## src/common/riscv_settings.svh

```systemverilog
`ifndef RISCV_SETTINGS_SVH
`define RISCV_SETTINGS_SVH

// Data and address width
`define RV_XLEN 32

// Shared memory depth in words
`define RV_MEM_WORDS 1024

// Address of the first fetch
`define RV_RESET_PC 32'h0000_0000

`endif

```

## src/common/wb_pkg.sv

```systemverilog
`include "riscv_settings.svh"

package wb_pkg;

    // Master to slave signals of a classic Wishbone cycle
    typedef struct packed {
        logic                  cyc;
        logic                  stb;
        logic                  we;
        logic [`RV_XLEN-1:0]   adr;
        logic [`RV_XLEN-1:0]   dat;
        logic [`RV_XLEN/8-1:0] sel;
    } wb_req_t;

    // Slave to master signals
    typedef struct packed {
        logic                ack;
        logic [`RV_XLEN-1:0] dat;
    } wb_rsp_t;

    // Owner of the shared memory
    typedef enum logic [1:0] {
        NONE,
        HOST,
        DATA,
        FETCH
    } grant_e;

endpackage

```

## src/hdl/wb_arbiter.sv

```systemverilog
`timescale 1ns/1ps

module wb_arbiter (
    input  logic            clk_in,
    input  logic            rst_in,
    input  wb_pkg::wb_req_t host_req,
    input  wb_pkg::wb_req_t data_req,
    input  wb_pkg::wb_req_t fetch_req,
    output wb_pkg::wb_rsp_t host_rsp,
    output wb_pkg::wb_rsp_t data_rsp,
    output wb_pkg::wb_rsp_t fetch_rsp,
    output wb_pkg::wb_req_t slave_req,
    input  wb_pkg::wb_rsp_t slave_rsp
);
    wb_pkg::grant_e grant;
    wb_pkg::grant_e grant_next;

    // New grant only from idle, priority host > data > fetch
    always_comb begin
        grant_next = grant;
        case (grant)
            wb_pkg::NONE: begin
                if (host_req.cyc) grant_next = wb_pkg::HOST;
                else if (data_req.cyc) grant_next = wb_pkg::DATA;
                else if (fetch_req.cyc) grant_next = wb_pkg::FETCH;
            end
            // Hold until the owner drops cyc
            wb_pkg::HOST:  if (!host_req.cyc) grant_next = wb_pkg::NONE;
            wb_pkg::DATA:  if (!data_req.cyc) grant_next = wb_pkg::NONE;
            wb_pkg::FETCH: if (!fetch_req.cyc) grant_next = wb_pkg::NONE;
            default:       grant_next = wb_pkg::NONE;
        endcase
    end

    always_ff @(posedge clk_in) begin
        if (rst_in) begin
            grant <= wb_pkg::NONE;
        end else begin
            grant <= grant_next;
        end
    end

    // Request mux, idle slave sees cyc low
    always_comb begin
        case (grant)
            wb_pkg::HOST:  slave_req = host_req;
            wb_pkg::DATA:  slave_req = data_req;
            wb_pkg::FETCH: slave_req = fetch_req;
            default:       slave_req = '0;
        endcase
    end

    // Read data fans out, ack only to the owner
    always_comb begin
        host_rsp      = slave_rsp;
        data_rsp      = slave_rsp;
        fetch_rsp     = slave_rsp;
        host_rsp.ack  = slave_rsp.ack && (grant == wb_pkg::HOST);
        data_rsp.ack  = slave_rsp.ack && (grant == wb_pkg::DATA);
        fetch_rsp.ack = slave_rsp.ack && (grant == wb_pkg::FETCH);
    end

endmodule

```

## config.mk

```make
export PLATFORM = sky130hd
export DESIGN_NAME = wb_arbiter
export DESIGN_NICKNAME = d
export VERILOG_FILES = /design/src/common/wb_pkg.sv /design/src/hdl/wb_arbiter.sv
export VERILOG_INCLUDE_DIRS = /design/src /design/src/common
export SDC_FILE = /design/constraint.sdc
export NUM_CORES = 1
export LEC_CHECK = 0
export ABC_CLOCK_PERIOD_IN_PS = 1400
export BUFFER_PORTS_ARGS = -buffer_cell sky130_fd_sc_hd__buf_2
export CORE_AREA = 4 4 160 162
export CTS_CLUSTER_SIZE = 28
export DETAILED_ROUTE_END_ITERATION = 8
export DIE_AREA = 0 0 164 166
export PLACE_DENSITY = 0.42
export SLEW_MARGIN = 15
export SYNTH_ARGS = -nofsm -noshare
export SYNTH_HDL_FRONTEND = slang
export SYNTH_SLANG_ARGS = --single-unit
```

## constraint.sdc

```tcl
create_clock -name clk_in -period 1.4 [get_ports clk_in]
set_input_delay 0.07 -clock clk_in [delete_from_list [all_inputs] [get_ports clk_in]]
set_output_delay 0.07 -clock clk_in [all_outputs]
set_load 0.01 [all_outputs]
```

=== After elaboration in Yosys (flattened, before gate mapping) ===
Cells that the tools add are included.

* Eq/ne operators: 7
* Multiplexer cells: 8
* Reductions and logical operators: 5

{| class="wikitable"
|+ Operators by type and width
! operator !! number
|-
| case mux 71 bit (3 select lines) || 1
|-
| 2-to-1 mux 2 bit || 6
|-
| case mux 2 bit (4 select lines) || 1
|-
| != test 2 bit, second input constant || 3
|-
| == test 2 bit, second input constant || 2
|-
| != test 4 bit, second input constant || 1
|-
| AND reduction 4 bit || 1
|-
| logical AND 1 bit || 3
|-
| == test 2 x 1 -> 1 bit, second input constant || 1
|-
| logical NOT 2 bit || 1
|}

* Register bits after elaboration: 2
* Input bits: 248
* Logic and storage cells: 21

=== Depth between registers and ports, before layout ===
* Depth after elaboration: 4
* Depth in mapped cells: 6
* Gate-level depth less buffers: 3

=== Worst setup path before layout ===
Ideal clock, no wire load.

* Path kind: register -> output
* From: register grant[0]
* To: output slave_req[21] (netlist name)
* Data arrival time: 1.207 ns
* Setup slack: 0.123 ns
* Stages on the path, launching flop included: 6
* Path buffers: 3
* Cells stage by stage: dfxtp_1 -> buf_6 -> buf_6 -> buf_6 -> mux2_4 -> a22o_1

{| class="wikitable"
|+ RTL lines
! element !! line !! source
|-
| from (decl) || wb_arbiter.sv:15 || <nowiki>wb_pkg::grant_e grant;</nowiki>
|-
| from (signal assigned) || wb_arbiter.sv:37 || <nowiki>grant <= wb_pkg::NONE;</nowiki>
|-
| from (signal assigned) || wb_arbiter.sv:39 || <nowiki>grant <= grant_next;</nowiki>
|-
| to (decl) || wb_arbiter.sv:12 || <nowiki>output wb_pkg::wb_req_t slave_req,</nowiki>
|}

==> metrics.md <==
| Metric | Value |
|---|---|
| Slew Limit Fails | `0` |
| Max reg flops | `2` |
| Dominant cells by area after synthesis | `buf_4 28%, a22o_1 24%, mux2_4 21%` |
| Die ar. | `between 0.02 and 0.03 sq mm` |
| TritonCTS Buffers | `3` |
| CTS sink count | `2` |
| Drt first pass iters | `4` |
| Synthesized cell area | `between 0.002 and 0.003 sq mm` |
| Failing checks | `negative setup slack` |
| Status | `complete, but fails checks` |
| Maximum clock rate | `0.620 GHz` |
| Min-Delay Path Class | `input pin to flop` |
| Crit path DAT | `approximately 1.5 ns` |
| Final Cycle Share | `1.15` |
| Max Root-Sink Buffers | `2` |
| Mapped Cells | `280` |
| Final-stage net count | `717` |
| Number of port buffers | `between 200 and 300` |
| Yosys top cell by area | `buf_4` |
| Drt total wl | `roughly 12000 um` |
| Worst r2r src | `grant[0]$_SDFFE_PP0P_` |
| Diode count | `0` |
| Final ANT Viol Nets | `0` |
| Area post-placement | `roughly 0.0037 sq mm` |
| Final Core Density | `0.163` |
| Mean number of vias per cell | `3.51` |
| CTS H-tree lvls | `1` |
| Synthesized Nets | `roughly 530` |
| CTS tree | `yes` |
| Initial antenna violation count | `0` |
| Finished Layout Cells | `792` |
| Die height | `166 um` |
| Synth top cells by count | `96 x buf_4, 70 x a22o_1, 36 x mux2_2` |
| Placed insts | `about 780` |
| Pin count of the biggest net entering global routing | `43` |
| Routed vias | `2781` |
| CP Launch Type | `flop` |
| Worst setup path class | `flop to primary output` |
| Clock latency on the worst-skew pair | `0.23 ns` |
| Synth Register Bits | `2` |
| Area of the core | `about 0.024 sq mm` |
| Peak VDD IR | `0.396 mV` |
| Worst flop-to-flop path endpoint | `grant[1]$_SDFFE_PP0P_` |
| FF-to-FF path depth | `5` |
| Site Rows | `57` |
| Yosys Warn Count | `0` |
| Hold Violations, Final | `0` |
| First-pass GRT wire length | `16400 um` |
| Setup WS post-layout | `-0.212 ns` |
| Post-DR wirelength/cell | `15.1 um` |
| GRT Total Usage | `0.0763` |
| Max_cap viols | `0` |
| Root buffer cell | `clkbuf_16` |
| Vias in the first global route | `2982` |
| Synth top area share | `0.284` |
| Gr ovfl total | `0` |
| Final HPWL DP | `10100 um` |
| Starting Density | `0.105` |
| Ys flop type | `dfxtp_1` |
| Post-synthesis sequential area ratio | `0.0158` |
| Post-synth cell types | `17` |
| CTS Hold Bufs | `0` |
| Slew HR | `0.840` |
| RSZ-0062 raised after global routing | `true` |
| Worst EP required | `1.33 ns` |
| Worst setup endpoint | `slave_req[56]` |
| Die Wd | `between 150 and 200 um` |
| Fin Hold WS | `approximately 0.013 ns` |
| Critical Path End Type | `primary output` |
| Largest Register | `grant` |
| PwrDens | `around 540 mW/mm^2` |
| EDFF count, synth | `0` |
| Syn Area/Cell | `9.07 sq um` |
| Clk slew on worst S/H paths | `0.03 ns` |
| Async set-or-reset flop fraction in the synthesized netlist | `0` |
| Top flop regs | `grant: 2 flops` |
| Min cycle time layout | `approximately 1.6 ns` |
| Most frequent cell after synthesis | `buf_4` |
| Worst Setup SP | `grant[0]$_SDFFE_PP0P_` |
| Least-Margin Pin Slew | `between 0.2 and 0.25 ns` |
| Leakage power | `2.14 nW` |
| Finish-stage setup viols | `72` |
| Ports | `418` |
| # DRC | `0` |
| Syn-to-layout area delta | `54.8%` |
| Layout cells sized above 1 | `0.816` |
| Post-route clock skew | `0.00293 ns` |
| Filler cells | `2785` |
| Iter 0 DRT Violations | `56` |
| R2r setup slk | `0.17 ns` |
| Design area | `0.00393 sq mm` |
| Gp weighted congestion | `between 0.7 and 0.8` |
| Worst-path fanout max | `3` |
| Total power | `0.00213 W` |
## kinds of logic (layout without fill, tap and decap cells)
| group | count (synthesis) | after routing | synth area share |
|---|---|---|---|
| buf+inv | 121 | 309 | 0.345 |
| flops | 2 | 2 | 0.0158 |
| mux | 71 | 71 | 0.367 |
| compound gates | 74 | 74 | 0.251 |
| simple gates | 12 | 12 | 0.0217 |
## cell usage in the layout (no fill, tap or decap), types with 2 or more instances in the layout
master       n
buf_2      284
a22o_1      70
mux2_4      49
mux2_2      22
buf_6        6
buf_4        6
buf_12       6
nand2_1      5
clkbuf_16    5
nor2_1       3
a211oi_1     2
## through the flow
stage / setup WS [ns] / TNS (ns)
6_report: -0.212 / -12.04
5_1_grt: -0.259 / -15.80
4_1_cts: -0.230 / -13.23
3_5_place_dp: 0.00363 / 0
3_3_place_gp: 0.0294 / 0
2_1_floorplan: 0.123 / 0
## how the worst min path moves through the flow
| stage | cells past startpoint | startpoint | end | slack (ns) |
|---|---|---|---|---|
| final | 2 | rst_in | grant[0]$_SDFFE_PP0P_ | 0.01 |
| after detailed placement | 0 | slave_rsp[6] | host_rsp[6] | 0.14 |
| after global routing | 2 | rst_in | grant[0]$_SDFFE_PP0P_ | 0.02 |
| after floorplan | 1 | rst_in | grant[1]$_SDFFE_PP0P_ | 0.14 |
| after global placement | 0 | slave_rsp[6] | host_rsp[6] | 0.14 |
| after CTS | 2 | rst_in | grant[0]$_SDFFE_PP0P_ | 0.01 |
## metal layers
| layer | global-route usage | share of wire |
|---|---|---|
| met4 | 0.0299 | 0.036 |
| met5 | 0 | 0 |
| met3 | 0.0211 | 0.10 |
| met1 | 0.0834 | 0.37 |
| met2 | 0.138 | 0.49 |
## critical path, cell delays in order (launching register included)
cell,delay (ns)
dfxtp_4,0.34
buf_4,0.14
buf_4,0.13
mux2_2,0.32
a22o_1,0.24
buf_4,0.16
## power breakdown
| group | total [W] | switching, W | internal, W | leakage [nW] |
|---|---|---|---|---|
| Clock | 0.000454 | 0.0000784 | 0.000376 | 0.0382 |
| Sequential | 0.0000711 | 0.00000802 | 0.0000631 | 0.0175 |
| Combinational | 0.00160 | 0.000674 | 0.000929 | 2.08 |
| Total | 0.00213 | 0.000760 | 0.00137 | 2.14 |
## final cells by class
cell class	count	area [sq um]	area share
flip-flops and latches	2	45.0	0.0115
repair buffers	305	1720	0.437
multi-input cells	157	1680	0.428
well taps	324	405	0.103
clock buffers	4	78.8	0.0200
## repair_timing
action	in CTS	in global routing
endpoints found under the setup margin	74	73
setup buffers	0	3
cloned	0	2
resized for setup	17	7
No activity file was read; power rests on OpenSTA's default activity.
