## src/common/riscv_settings.svh

```systemverilog
`ifndef RISCV_SETTINGS_SVH
`define RISCV_SETTINGS_SVH

// Data and address width
`define RV_XLEN 32

// Shared memory depth in words
`define RV_MEM_WORDS 1024

// Address of the first fetch
`define RV_RESET_PC 32'h0000_0000

`endif

```

## src/common/riscv_pkg.sv

```systemverilog
`include "riscv_settings.svh"

package riscv_pkg;

    // Major opcodes of the supported subset
    typedef enum logic [6:0] {
        LUI    = 7'b0110111,
        OP_IMM = 7'b0010011,
        OP     = 7'b0110011,
        LOAD   = 7'b0000011,
        STORE  = 7'b0100011,
        BRANCH = 7'b1100011,
        JAL    = 7'b1101111,
        SYSTEM = 7'b1110011
    } opcode_e;

    // ALU operations
    typedef enum logic [2:0] {
        ADD,
        SUB,
        AND,
        OR,
        XOR,
        SLT,
        PASS_B
    } alu_op_e;

    // Multicycle sequencing states
    typedef enum logic [2:0] {
        FETCH,
        DECODE,
        EXECUTE,
        MEMORY,
        WRITEBACK,
        HALTED
    } core_state_e;

    // Decoder output, held stable from DECODE through WRITEBACK
    typedef struct packed {
        opcode_e             opcode;
        alu_op_e             alu_op;
        logic [4:0]          rd;
        logic [4:0]          rs1;
        logic [4:0]          rs2;
        logic [`RV_XLEN-1:0] imm;
        logic                uses_imm;
        logic                writes_rd;
        logic                is_load;
        logic                is_store;
        logic                is_branch;
        logic                is_bne;
        logic                is_jal;
        logic                is_halt;
        logic                is_illegal;
    } decoded_instr_t;

endpackage

```

## src/common/wb_pkg.sv

```systemverilog
`include "riscv_settings.svh"

package wb_pkg;

    // Master to slave signals of a classic Wishbone cycle
    typedef struct packed {
        logic                  cyc;
        logic                  stb;
        logic                  we;
        logic [`RV_XLEN-1:0]   adr;
        logic [`RV_XLEN-1:0]   dat;
        logic [`RV_XLEN/8-1:0] sel;
    } wb_req_t;

    // Slave to master signals
    typedef struct packed {
        logic                ack;
        logic [`RV_XLEN-1:0] dat;
    } wb_rsp_t;

    // Owner of the shared memory
    typedef enum logic [1:0] {
        NONE,
        HOST,
        DATA,
        FETCH
    } grant_e;

endpackage

```

## src/core/riscv_decoder.sv

```systemverilog
`timescale 1ns/1ps

module riscv_decoder (
    input  logic [31:0]               instr,
    output riscv_pkg::decoded_instr_t dec
);
    logic [2:0] funct3;
    logic [6:0] funct7;
    logic [31:0] imm_i;
    logic [31:0] imm_s;
    logic [31:0] imm_b;
    logic [31:0] imm_u;
    logic [31:0] imm_j;

    assign funct3 = instr[14:12];
    assign funct7 = instr[31:25];

    // Immediate formats, all sign-extended from bit 31
    assign imm_i = {{20{instr[31]}}, instr[31:20]};
    assign imm_s = {{20{instr[31]}}, instr[31:25], instr[11:7]};
    assign imm_b = {{19{instr[31]}}, instr[31], instr[7], instr[30:25], instr[11:8], 1'b0};
    assign imm_u = {instr[31:12], 12'b0};
    assign imm_j = {{11{instr[31]}}, instr[31], instr[19:12], instr[20], instr[30:21], 1'b0};

    always_comb begin
        dec        = '0;
        dec.opcode = riscv_pkg::opcode_e'(instr[6:0]);
        dec.alu_op = riscv_pkg::ADD;
        dec.rd     = instr[11:7];
        dec.rs1    = instr[19:15];
        dec.rs2    = instr[24:20];

        case (instr[6:0])
            riscv_pkg::LUI: begin
                // rd = imm, ALU just forwards operand B
                dec.imm       = imm_u;
                dec.alu_op    = riscv_pkg::PASS_B;
                dec.uses_imm  = 1'b1;
                dec.writes_rd = 1'b1;
            end
            riscv_pkg::OP_IMM: begin
                // Only ADDI
                dec.imm        = imm_i;
                dec.uses_imm   = 1'b1;
                dec.writes_rd  = 1'b1;
                dec.is_illegal = (funct3 != 3'b000);
            end
            riscv_pkg::OP: begin
                dec.writes_rd = 1'b1;
                case ({funct7, funct3})
                    {7'b0000000, 3'b000}: dec.alu_op = riscv_pkg::ADD;
                    {7'b0100000, 3'b000}: dec.alu_op = riscv_pkg::SUB;
                    {7'b0000000, 3'b111}: dec.alu_op = riscv_pkg::AND;
                    {7'b0000000, 3'b110}: dec.alu_op = riscv_pkg::OR;
                    {7'b0000000, 3'b100}: dec.alu_op = riscv_pkg::XOR;
                    {7'b0000000, 3'b010}: dec.alu_op = riscv_pkg::SLT;
                    default:              dec.is_illegal = 1'b1;
                endcase
            end
            riscv_pkg::LOAD: begin
                // Word loads only, address = rs1 + imm
                dec.imm        = imm_i;
                dec.uses_imm   = 1'b1;
                dec.writes_rd  = 1'b1;
                dec.is_load    = 1'b1;
                dec.is_illegal = (funct3 != 3'b010);
            end
            riscv_pkg::STORE: begin
                dec.imm        = imm_s;
                dec.uses_imm   = 1'b1;
                dec.is_store   = 1'b1;
                dec.is_illegal = (funct3 != 3'b010);
            end
            riscv_pkg::BRANCH: begin
                // BEQ and BNE, compare done in the core
                dec.imm        = imm_b;
                dec.alu_op     = riscv_pkg::SUB;
                dec.is_branch  = 1'b1;
                dec.is_bne     = (funct3 == 3'b001);
                dec.is_illegal = (funct3[2:1] != 2'b00);
            end
            riscv_pkg::JAL: begin
                dec.imm       = imm_j;
                dec.writes_rd = 1'b1;
                dec.is_jal    = 1'b1;
            end
            riscv_pkg::SYSTEM: begin
                // EBREAK is the one accepted encoding
                dec.is_halt    = (instr == 32'h0010_0073);
                dec.is_illegal = (instr != 32'h0010_0073);
            end
            default: dec.is_illegal = 1'b1;
        endcase
    end

endmodule

```

## src/core/riscv_core.sv

```systemverilog
`timescale 1ns/1ps
`include "riscv_settings.svh"

module riscv_core (
    input  logic            clk_in,
    input  logic            rst_in,
    input  logic            hlt_in,
    input  logic            step_in,
    output wb_pkg::wb_req_t ibus_req,
    input  wb_pkg::wb_rsp_t ibus_rsp,
    output wb_pkg::wb_req_t dbus_req,
    input  wb_pkg::wb_rsp_t dbus_rsp,
    output logic            retire,
    output logic            halted
);
    riscv_pkg::core_state_e    state;
    riscv_pkg::core_state_e    state_next;
    riscv_pkg::decoded_instr_t dec;

    // Architectural state
    logic [`RV_XLEN-1:0] pc;
    logic [31:0]         ir;
    logic [`RV_XLEN-1:0] rf [32];

    // Stage results, held until the next stage consumes them
    logic [`RV_XLEN-1:0] rs1_val;
    logic [`RV_XLEN-1:0] rs2_val;
    logic [`RV_XLEN-1:0] alu_b;
    logic [`RV_XLEN-1:0] alu_out;
    logic [`RV_XLEN-1:0] alu_res;
    logic [`RV_XLEN-1:0] target;
    logic [`RV_XLEN-1:0] load_data;
    logic [`RV_XLEN-1:0] pc_plus4;
    logic [`RV_XLEN-1:0] wb_data;
    logic                take;

    // Bus and step control
    logic ibus_cyc;
    logic dbus_cyc;
    logic step_q;
    logic step_rise;
    logic fetch_start;

    ////////////////////////////////////////////////////////////////////////////
    // Sequencing
    ////////////////////////////////////////////////////////////////////////////

    always_comb begin
        state_next = state;
        case (state)
            riscv_pkg::FETCH: begin
                if (ibus_cyc && ibus_rsp.ack) state_next = riscv_pkg::DECODE;
            end
            riscv_pkg::DECODE: begin
                // EBREAK and bad encodings both park the core
                if (dec.is_illegal || dec.is_halt) state_next = riscv_pkg::HALTED;
                else state_next = riscv_pkg::EXECUTE;
            end
            riscv_pkg::EXECUTE: begin
                if (dec.is_load || dec.is_store) state_next = riscv_pkg::MEMORY;
                else state_next = riscv_pkg::WRITEBACK;
            end
            riscv_pkg::MEMORY: begin
                if (dbus_cyc && dbus_rsp.ack) state_next = riscv_pkg::WRITEBACK;
            end
            riscv_pkg::WRITEBACK: state_next = riscv_pkg::FETCH;
            riscv_pkg::HALTED:    state_next = riscv_pkg::HALTED;
            default:              state_next = riscv_pkg::FETCH;
        endcase
    end

    always_ff @(posedge clk_in) begin
        if (rst_in) begin
            state <= riscv_pkg::FETCH;
        end else begin
            state <= state_next;
        end
    end

    assign retire = (state == riscv_pkg::WRITEBACK);
    assign halted = (state == riscv_pkg::HALTED);

    ////////////////////////////////////////////////////////////////////////////
    // Fetch
    ////////////////////////////////////////////////////////////////////////////

    // Rising edge of the step pin
    always_ff @(posedge clk_in) begin
        if (rst_in) begin
            step_q <= 1'b0;
        end else begin
            step_q <= step_in;
        end
    end

    assign step_rise = step_in && !step_q;

    // Halt only blocks a fetch that has not started yet
    assign fetch_start = (state == riscv_pkg::FETCH) && !ibus_cyc && (!hlt_in || step_rise);

    always_ff @(posedge clk_in) begin
        if (rst_in) begin
            ibus_cyc <= 1'b0;
        end else if (fetch_start) begin
            ibus_cyc <= 1'b1;
        end else if (ibus_cyc && ibus_rsp.ack) begin
            ibus_cyc <= 1'b0;
        end
    end

    always_ff @(posedge clk_in) begin
        if (ibus_cyc && ibus_rsp.ack) begin
            ir <= ibus_rsp.dat;
        end
    end

    // Read-only port, address is the PC
    always_comb begin
        ibus_req     = '0;
        ibus_req.cyc = ibus_cyc;
        ibus_req.stb = ibus_cyc;
        ibus_req.adr = pc;
        ibus_req.sel = '1;
    end

    ////////////////////////////////////////////////////////////////////////////
    // Decode
    ////////////////////////////////////////////////////////////////////////////

    riscv_decoder i_decoder (
        .instr (ir),
        .dec   (dec)
    );

    // Register file read, x0 forced to zero
    always_ff @(posedge clk_in) begin
        if (state == riscv_pkg::DECODE) begin
            rs1_val <= (dec.rs1 == 5'd0) ? '0 : rf[dec.rs1];
            rs2_val <= (dec.rs2 == 5'd0) ? '0 : rf[dec.rs2];
        end
    end

    ////////////////////////////////////////////////////////////////////////////
    // Execute
    ////////////////////////////////////////////////////////////////////////////

    assign alu_b = dec.uses_imm ? dec.imm : rs2_val;

    always_comb begin
        case (dec.alu_op)
            riscv_pkg::ADD:    alu_out = rs1_val + alu_b;
            riscv_pkg::SUB:    alu_out = rs1_val - alu_b;
            riscv_pkg::AND:    alu_out = rs1_val & alu_b;
            riscv_pkg::OR:     alu_out = rs1_val | alu_b;
            riscv_pkg::XOR:    alu_out = rs1_val ^ alu_b;
            riscv_pkg::SLT:    alu_out = {{(`RV_XLEN-1){1'b0}}, $signed(rs1_val) < $signed(alu_b)};
            riscv_pkg::PASS_B: alu_out = alu_b;
            default:           alu_out = '0;
        endcase
    end

    // Branch decision and target, JAL always taken
    always_ff @(posedge clk_in) begin
        if (state == riscv_pkg::EXECUTE) begin
            alu_res <= alu_out;
            take    <= dec.is_jal || (dec.is_branch && ((rs1_val == rs2_val) != dec.is_bne));
            target  <= pc + dec.imm;
        end
    end

    ////////////////////////////////////////////////////////////////////////////
    // Memory
    ////////////////////////////////////////////////////////////////////////////

    always_ff @(posedge clk_in) begin
        if (rst_in) begin
            dbus_cyc <= 1'b0;
        end else if (state == riscv_pkg::EXECUTE && (dec.is_load || dec.is_store)) begin
            dbus_cyc <= 1'b1;
        end else if (dbus_cyc && dbus_rsp.ack) begin
            dbus_cyc <= 1'b0;
        end
    end

    always_ff @(posedge clk_in) begin
        if (dbus_cyc && dbus_rsp.ack) begin
            load_data <= dbus_rsp.dat;
        end
    end

    // Address from the ALU, store data straight from rs2
    always_comb begin
        dbus_req     = '0;
        dbus_req.cyc = dbus_cyc;
        dbus_req.stb = dbus_cyc;
        dbus_req.we  = dec.is_store;
        dbus_req.adr = alu_res;
        dbus_req.dat = rs2_val;
        dbus_req.sel = '1;
    end

    ////////////////////////////////////////////////////////////////////////////
    // Writeback
    ////////////////////////////////////////////////////////////////////////////

    assign pc_plus4 = pc + `RV_XLEN'(4);

    // Link address for JAL, loaded word, or ALU result
    always_comb begin
        if (dec.is_jal) wb_data = pc_plus4;
        else if (dec.is_load) wb_data = load_data;
        else wb_data = alu_res;
    end

    always_ff @(posedge clk_in) begin
        if (rst_in) begin
            pc <= `RV_RESET_PC;
            for (int i = 0; i < 32; i++) begin
                rf[i] <= '0;
            end
        end else if (state == riscv_pkg::WRITEBACK) begin
            if (dec.writes_rd && dec.rd != 5'd0) begin
                rf[dec.rd] <= wb_data;
            end
            pc <= take ? target : pc_plus4;
        end
    end

endmodule

```

## config.mk

```make
export PLATFORM = sky130hd
export DESIGN_NAME = riscv_core
export DESIGN_NICKNAME = d
export VERILOG_FILES = /design/src/common/riscv_pkg.sv /design/src/common/wb_pkg.sv /design/src/core/riscv_decoder.sv /design/src/core/riscv_core.sv
export VERILOG_INCLUDE_DIRS = /design/src /design/src/common
export SDC_FILE = /design/constraint.sdc
export NUM_CORES = 2
export LEC_CHECK = 0
export BUFFER_PORTS_ARGS = -buffer_cell sky130_fd_sc_hd__buf_2
export CELL_PAD_IN_SITES_DETAIL_PLACEMENT = 0
export CELL_PAD_IN_SITES_GLOBAL_PLACEMENT = 1
export CORE_UTILIZATION = 53
export DETAILED_ROUTE_END_ITERATION = 10
export GPL_ROUTABILITY_DRIVEN = 0
export MAX_ROUTING_LAYER = met4
export PLACE_DENSITY = 0.77
export SYNTH_ARGS = -nofsm -noshare
export SYNTH_HDL_FRONTEND = slang
export SYNTH_SLANG_ARGS = --single-unit
```

## constraint.sdc

```tcl
create_clock -name clk_in -period 5.53 [get_ports clk_in]
set_input_delay 0.2765 -clock clk_in [delete_from_list [all_inputs] [get_ports clk_in]]
set_output_delay 0.2765 -clock clk_in [all_outputs]
set_load 0.1 [all_outputs]
```

; Yosys cells after proc, flatten, opt, wreduce, memory -nomap -nowiden
; Memory sizes are Yosys's and may differ from the RTL's. A register that Yosys moved wholly into a read port is not among the register bits.
; Cells that the tools add are included.
[totals]
ramBits = 1024
memories = 1
out_inout_bits = 144
elab_cells = 119
reg_bits = 167
[memory_table]
columns = name, depth, width, rd, rd_clocked_by_memory_dff, wr, line
row1 = rf, 32, 32, 2, 2, 32, riscv_core.sv:23  ; logic [`RV_XLEN-1:0] rf [32];
[classes]
n_addsub = 4
reduce_logical = 33
magnitude_cmp = 1
mux = 35
n_eq_ne = 32
bitwise_logic = 3
[ops]
columns = op, n
row1 = case mux 32 bit (7 select lines), 1
row2 = two-way mux 32 bit, 5
row3 = case mux 32 bit (5 select lines), 1
row4 = adder 32 bit, 2
row5 = "adder 32 x 3 -> 32 bit, second input constant", 1
row6 = AND 32 bit, 1
row7 = "equality test 32 x 21 -> 1 bit, second input constant", 1
row8 = equality test 32 bit, 1
row9 = < comparator 32 bit, 1
row10 = "!= test 32 x 21 -> 1 bit, second input constant", 1
row11 = bitwise OR 32 bit, 1
row12 = OR reduction 32 bit, 1
row13 = subtractor 32 bit, 1
row14 = bitwise XOR 32 bit, 1
row15 = "equality test 10 x 3 -> 1 bit, second input constant", 3
row16 = case mux 3 bit (5 select lines), 2
row17 = "equality test 7 x 6 -> 1 bit, second input constant", 3
row18 = "equality test 7 bit, second input constant", 3
row19 = two-way mux 1 bit, 18
row20 = "equality test 3 bit, second input constant", 5
row21 = "equality test 3 x 2 -> 1 bit, second input constant", 4
row22 = two-way mux 3 bit, 4
row23 = "equality test 10 x 2 -> 1 bit, second input constant", 1
row24 = "equality test 10 x 9 -> 1 bit, second input constant", 1
row25 = other kinds (24), 45

; Longest topological paths before layout
[logic_depth]
depth_word = 10
ltp_mapped = 21

; Cells and area by module
; Synthesis repeated with hierarchy kept, for this count alone.
[hier_totals]
hier_cells = 5587
hier_area_um2 = 69997.1
[modules_own_cells]
columns = module, area_per_inst_um2, seq_area_each_um2, cells_per_inst, instances
row1 = riscv_core, 69057.5, 37305.8, 5447, 1
row2 = riscv_decoder, 939.7, 0.0, 140, 1

; Worst setup path after synthesis
; No wires, ideal clock.
[synth_path]
path_type = register to register
start = register ir[5]
end = register alu_res[18] (data pin)
path_slack_ps = 765
t_arrival_ps = 4486
path_buffers = 3
stages_incl_launch_ff = 19
required_ps = 5251
setup_ps = 279
cell_sequence = edfxtp_1 -> clkbuf_1 -> nand2_1 -> nor4_1 -> a21o_1 -> clkbuf_1 -> clkbuf_1 -> nor2_1 -> nor2_1 -> ha_1 -> inv_1 -> fa_1 -> nand2b_1 -> a21oi_1 -> o21ai_1 -> o31ai_1 -> a311oi_1 -> a31oi_1 -> or4b_2
[synth_via]
elab_chain_len = 6
[synth_rtl]
columns = item, line
row1 = start: declaration, riscv_core.sv:22  ; logic [31:0] ir;
row2 = start signal: assignment, riscv_core.sv:113  ; ir <= ibus_rsp.dat;
row3 = "equality test 7 x 5 -> 1 bit, or another cell as far along", riscv_decoder.sv:33  ; case (instr[6:0])
row4 = OR reduction 2 bit (no source line) / OR reduction 4 bit (equally long branches), -
row5 = case mux 32 bit (5 select lines) / two-way mux 1 bit (equally long branches), riscv_decoder.sv:33
row6 = two-way mux 32 bit, riscv_core.sv:147  ; assign alu_b = dec.uses_imm ? dec.imm : rs2_val;
row7 = "subtractor 32 bit, or another cell as far along", riscv_core.sv:152  ; riscv_pkg::SUB: alu_out = rs1_val - alu_b;
row8 = case mux 32 bit (7 select lines) (*), riscv_core.sv:150  ; case (dec.alu_op)
row9 = via alu_out[18], riscv_core.sv:29  ; logic [`RV_XLEN-1:0] alu_out;
row10 = end signal: assignment, riscv_core.sv:165  ; alu_res <= alu_out;
row11 = end: declaration, riscv_core.sv:30  ; logic [`RV_XLEN-1:0] alu_res;
; The timed path passes the listed nets; every way through them passes the cells marked *.
; A chain may end at the register's enable or synchronous reset.

; Worst setup path after layout
[layout_path]
start = register ir[3]
end = register alu_res[29] (data pin)
; The elaborated chain is that of the path after synthesis.

==> impl_metrics.csv <==
group,metric,value,unit
run_status,outcome,"completed",
placement,port_buffers,172,
detailed_routing,routed.top_layer,"met4",
cts,clockRootBuffer,"clkbuf_16",
synth,synth_area,0.06852,sq mm
hold_path,hp-class,"input pin to flip-flop",
pwr,leakage,0.02806,uW
cts,clock-sinks,1255,
global_routing,grt_first_pass_wirelength,340400,um
floorplanning,dieHeight,361.6,um
detailed_routing,wl,242800,um
cts,path_clk_slew,0.06,ns
synth,synth_edf_count,1217,
finish,fillers,9923,
floorplanning,die_area,0.1307,sq mm
global_routing,antenna_found_initial,3,
synth,async_reset_ff_share,0,%
timing,rsz0062_at_grt,"false",
finish,area_growth,12.13,%
cts,clk_path_buf_depth,3,
timing,worst_slew_pin_slew,1.277,ns
timing,period_share,95.21,%
floorplanning,num_rows,131,
detailed_routing,first_pass_iters,6,
timing,slew_viol_final,0,
synth,netlist_instances,5160,
timing,setup_viol,0,
finish,drive_gt1_share,24.59,%
synth,synth_top_cell_by_area,"edfxtp_1",
global_routing,overflow,0,
worst_setup_path,endpoint_kind,"flip-flop",
flow_run,drv_cap,0,
timing,fin_skew,0.03527,ns
synth,yosys_warnings,0,
worst_setup_path,cp.arrival,5.79,ns
timing,min_period,5.265,ns
floorplanning,core-area,0.1278,sq mm
pwr,power,22880,uW
synth,ys_seq_area_share,54.45,%
cts,insertion_delay,0.80,ns
detailed_routing,route.detailed.drc,0,
worst_setup_path,path_max_fanout,23,
global_routing,grt_max_degree,131,
placement,dp_hpwl,154200,um
synth,ys_seq_elements,1255,
detailed_routing,ant_nets,0,
floorplanning,num_io_pins,214,
timing,slew_headroom,14.87,%
detailed_routing,wire_per_inst,34.31,um
synth,synth.area.top_cells,"edfxtp_1 53%, mux4_2 21%, nor2_1 7.0%, ha_1 2.6%, clkbuf_1 2.0%",
synth,avgSynthCellArea,13.28,sq um
synth,netlist.area_leader.share,53.34,%
global_routing,grt_pass1_vias,46762,
detailed_routing,wl_met2,109800,um
detailed_routing,drt_iter0_markers,7244,
cts,numCtsBuffers,137,
detailed_routing,met1_length,84280,um
detailed_routing,met3_length,30010,um
placement,dp_slack,-0.001070,ns
timing,setup_ws,0.2650,ns
worst_setup_path,cp-start-kind,"flip-flop",
global_routing,track_usage,38.37,%
cts,htree_levels,4,
synth,synth_ff_type,"edfxtp_1",
finish,nets,5517,
cts,cts_tree,"done",
detailed_routing,vias_per_cell,6.825,
finish,fin_util,60.09,%
pwr,peakVddDrop,0.0002927,V
synth,ys_types,84,
floorplanning,start_util,53.59,%
worst_setup_path,required,6.06,ns
floorplanning,die_x,361.6,um
pwr,pwr_density_cell,297.8,mW/mm^2
timing,hold_viol_final,0,
timing,fmax,189.9,MHz
worst_setup_path,crit_type,"flip-flop to flip-flop",
detailed_routing,num_vias,48303,
==> synth_stat cells (5+ instances only) <==
cell and instances:
buf_4 46, dfxtp_1 38, buf_2 16, or3_1 11, mux2_2 5, nor2_1 1271
a211oi_1 19, o211ai_1 38, a32oi_1 5, ha_1 141, a21boi_0 5, xnor2_1 52
nand2_1 201, a221oi_1 10, mux4_2 636, o21a_1 8, a22o_1 12, nor3b_1 12
o221ai_1 7, a21oi_1 189, nand4_1 13, a31oi_1 20, and3_1 23, xor2_1 50
clkbuf_1 367, buf_1 68, a22oi_1 13, mux2i_1 69, o31ai_1 11, inv_1 140
nor3_1 34, a21o_1 37, o21bai_1 20, nor2b_1 11, a221o_1 6, edfxtp_1 1217
nand3_1 35, and2_1 5, nor4_1 20, nand2b_1 63, o22ai_1 8, o21ai_0 124
and3b_1 5
==> metrics by stage <==
stage | cells | cell area (sq um) | hold WS [ns] | setup TNS [ns]
after global routing | 7077 | 76830 | 0.2072 | 0
after floorplan | 5231 | 68780 | 0.3754 | 0
after CTS | 7074 | 76760 | 0.1684 | 0
after global placement | 6756 | 71650 | 0.4541 | 0
after detailed placement | 6756 | 71650 | 0.4546 | -0.001070
final | 7077 | 76830 | 0.2113 | 0
==> where the power goes <==
part	switching [uW]	total [uW]	internal, uW
clock network	3960	9200	5240
logic	1670	2680	1010
registers	237	11000	10800
total	5870	22900	17000
==> repair_timing <==
item,4_1_cts,5_1_grt
gates resized for setup,1,14
hold buffers,69,0
setup endpoints to repair,1,12
setup buffers,0,1
endpoints found under the hold margin,77,0
pin swaps,0,1
==> final timing paths <==
kind	start	end	slack, ns	cells after the start
setup / recovery	ir[3]	alu_res[29]	0.27	17
hold / removal	ibus_rsp[26]	ir[26]	0.21	2
setup reg to reg	ir[3]	alu_res[29]	0.27	17
hold reg to reg	pc[31]	pc[31]	0.51	2
==> kinds of logic after synthesis <==
| kind of cell | synth area share, % |
|---|---|
| AND/OR/NAND/NOR | 10.40 |
| flip-flops | 54.45 |
| multiplexers | 22.00 |
| buffers and inverters | 3.771 |
| AO/OA/AOI/OAI | 5.407 |
| adder cells (fa/ha/maj) | 2.662 |
| XOR/XNOR | 1.304 |
| other | 0.01096 |
==> worst max-delay path, cell delays in order (launching register included) <==
cell and delay [ns]:
edfxtp_1 0.43, nand4bb_2 0.40, nor2_2 0.32, a21o_1 0.36, buf_4 0.35, nor2_1 0.07
nor2_1 0.20, inv_1 0.10, ha_1 0.22, or3_1 0.36, a2111oi_2 0.36, nor3_1 0.18
a211oi_2 0.36, o21ai_1 0.20, a221oi_2 0.41, o31ai_1 0.14, a22o_1 0.25, a211o_1 0.28
==> layout make-up <==
cell class	count	area [sq um]	share of cell area, %
antenna	2	5.005	0.006514
tap	1662	2079	2.707
timing repair buffer	430	3148	4.098
inverter	140	525.5	0.6840
clock buffer	168	3608	4.697
sequential	1255	37310	48.56
multi-input combinational	3339	29350	38.20
clock inverter	81	804.5	1.047
==> layout by cell type (no fill, tap or decap), types with 32 or more instances in the layout <==
master,count
xnor2_1,52
buf_2,171
dfxtp_1,38
buf_4,176
nand3_1,35
clkbuf_16,140
nand2b_1,32
nor2_1,1269
o21ai_0,120
nand2_2,32
inv_1,140
conb_1,73
nand2_1,169
a21oi_1,157
ha_1,139
a21o_1,37
nor3_1,32
dlygate4sd3_1,69
mux2i_1,69
xor2_1,50
mux4_2,636
edfxtp_1,1217
o211ai_1,38
==> state kept, by name, summed over array words and instances (netlist names) <==
signal and flops:
step_q 1, ir 32, rf 1024, ibus_cyc 1, state 3, rs2_val 32
target 32, rs1_val 32, dbus_cyc 1, load_data 32, take 1, alu_res 32
pc 32
==> metal layers <==
| layer | vias up | track usage, % |
|---|---|---|
| met2 | 3676 | 56.55 |
| met1 | 24267 | 48.59 |
| li1 | 19623 | - |
| met5 | - | - |
| met4 | 0 | 24.72 |
| met3 | 737 | 8.017 |
Note: power is estimated with default switching activity, not from simulation.
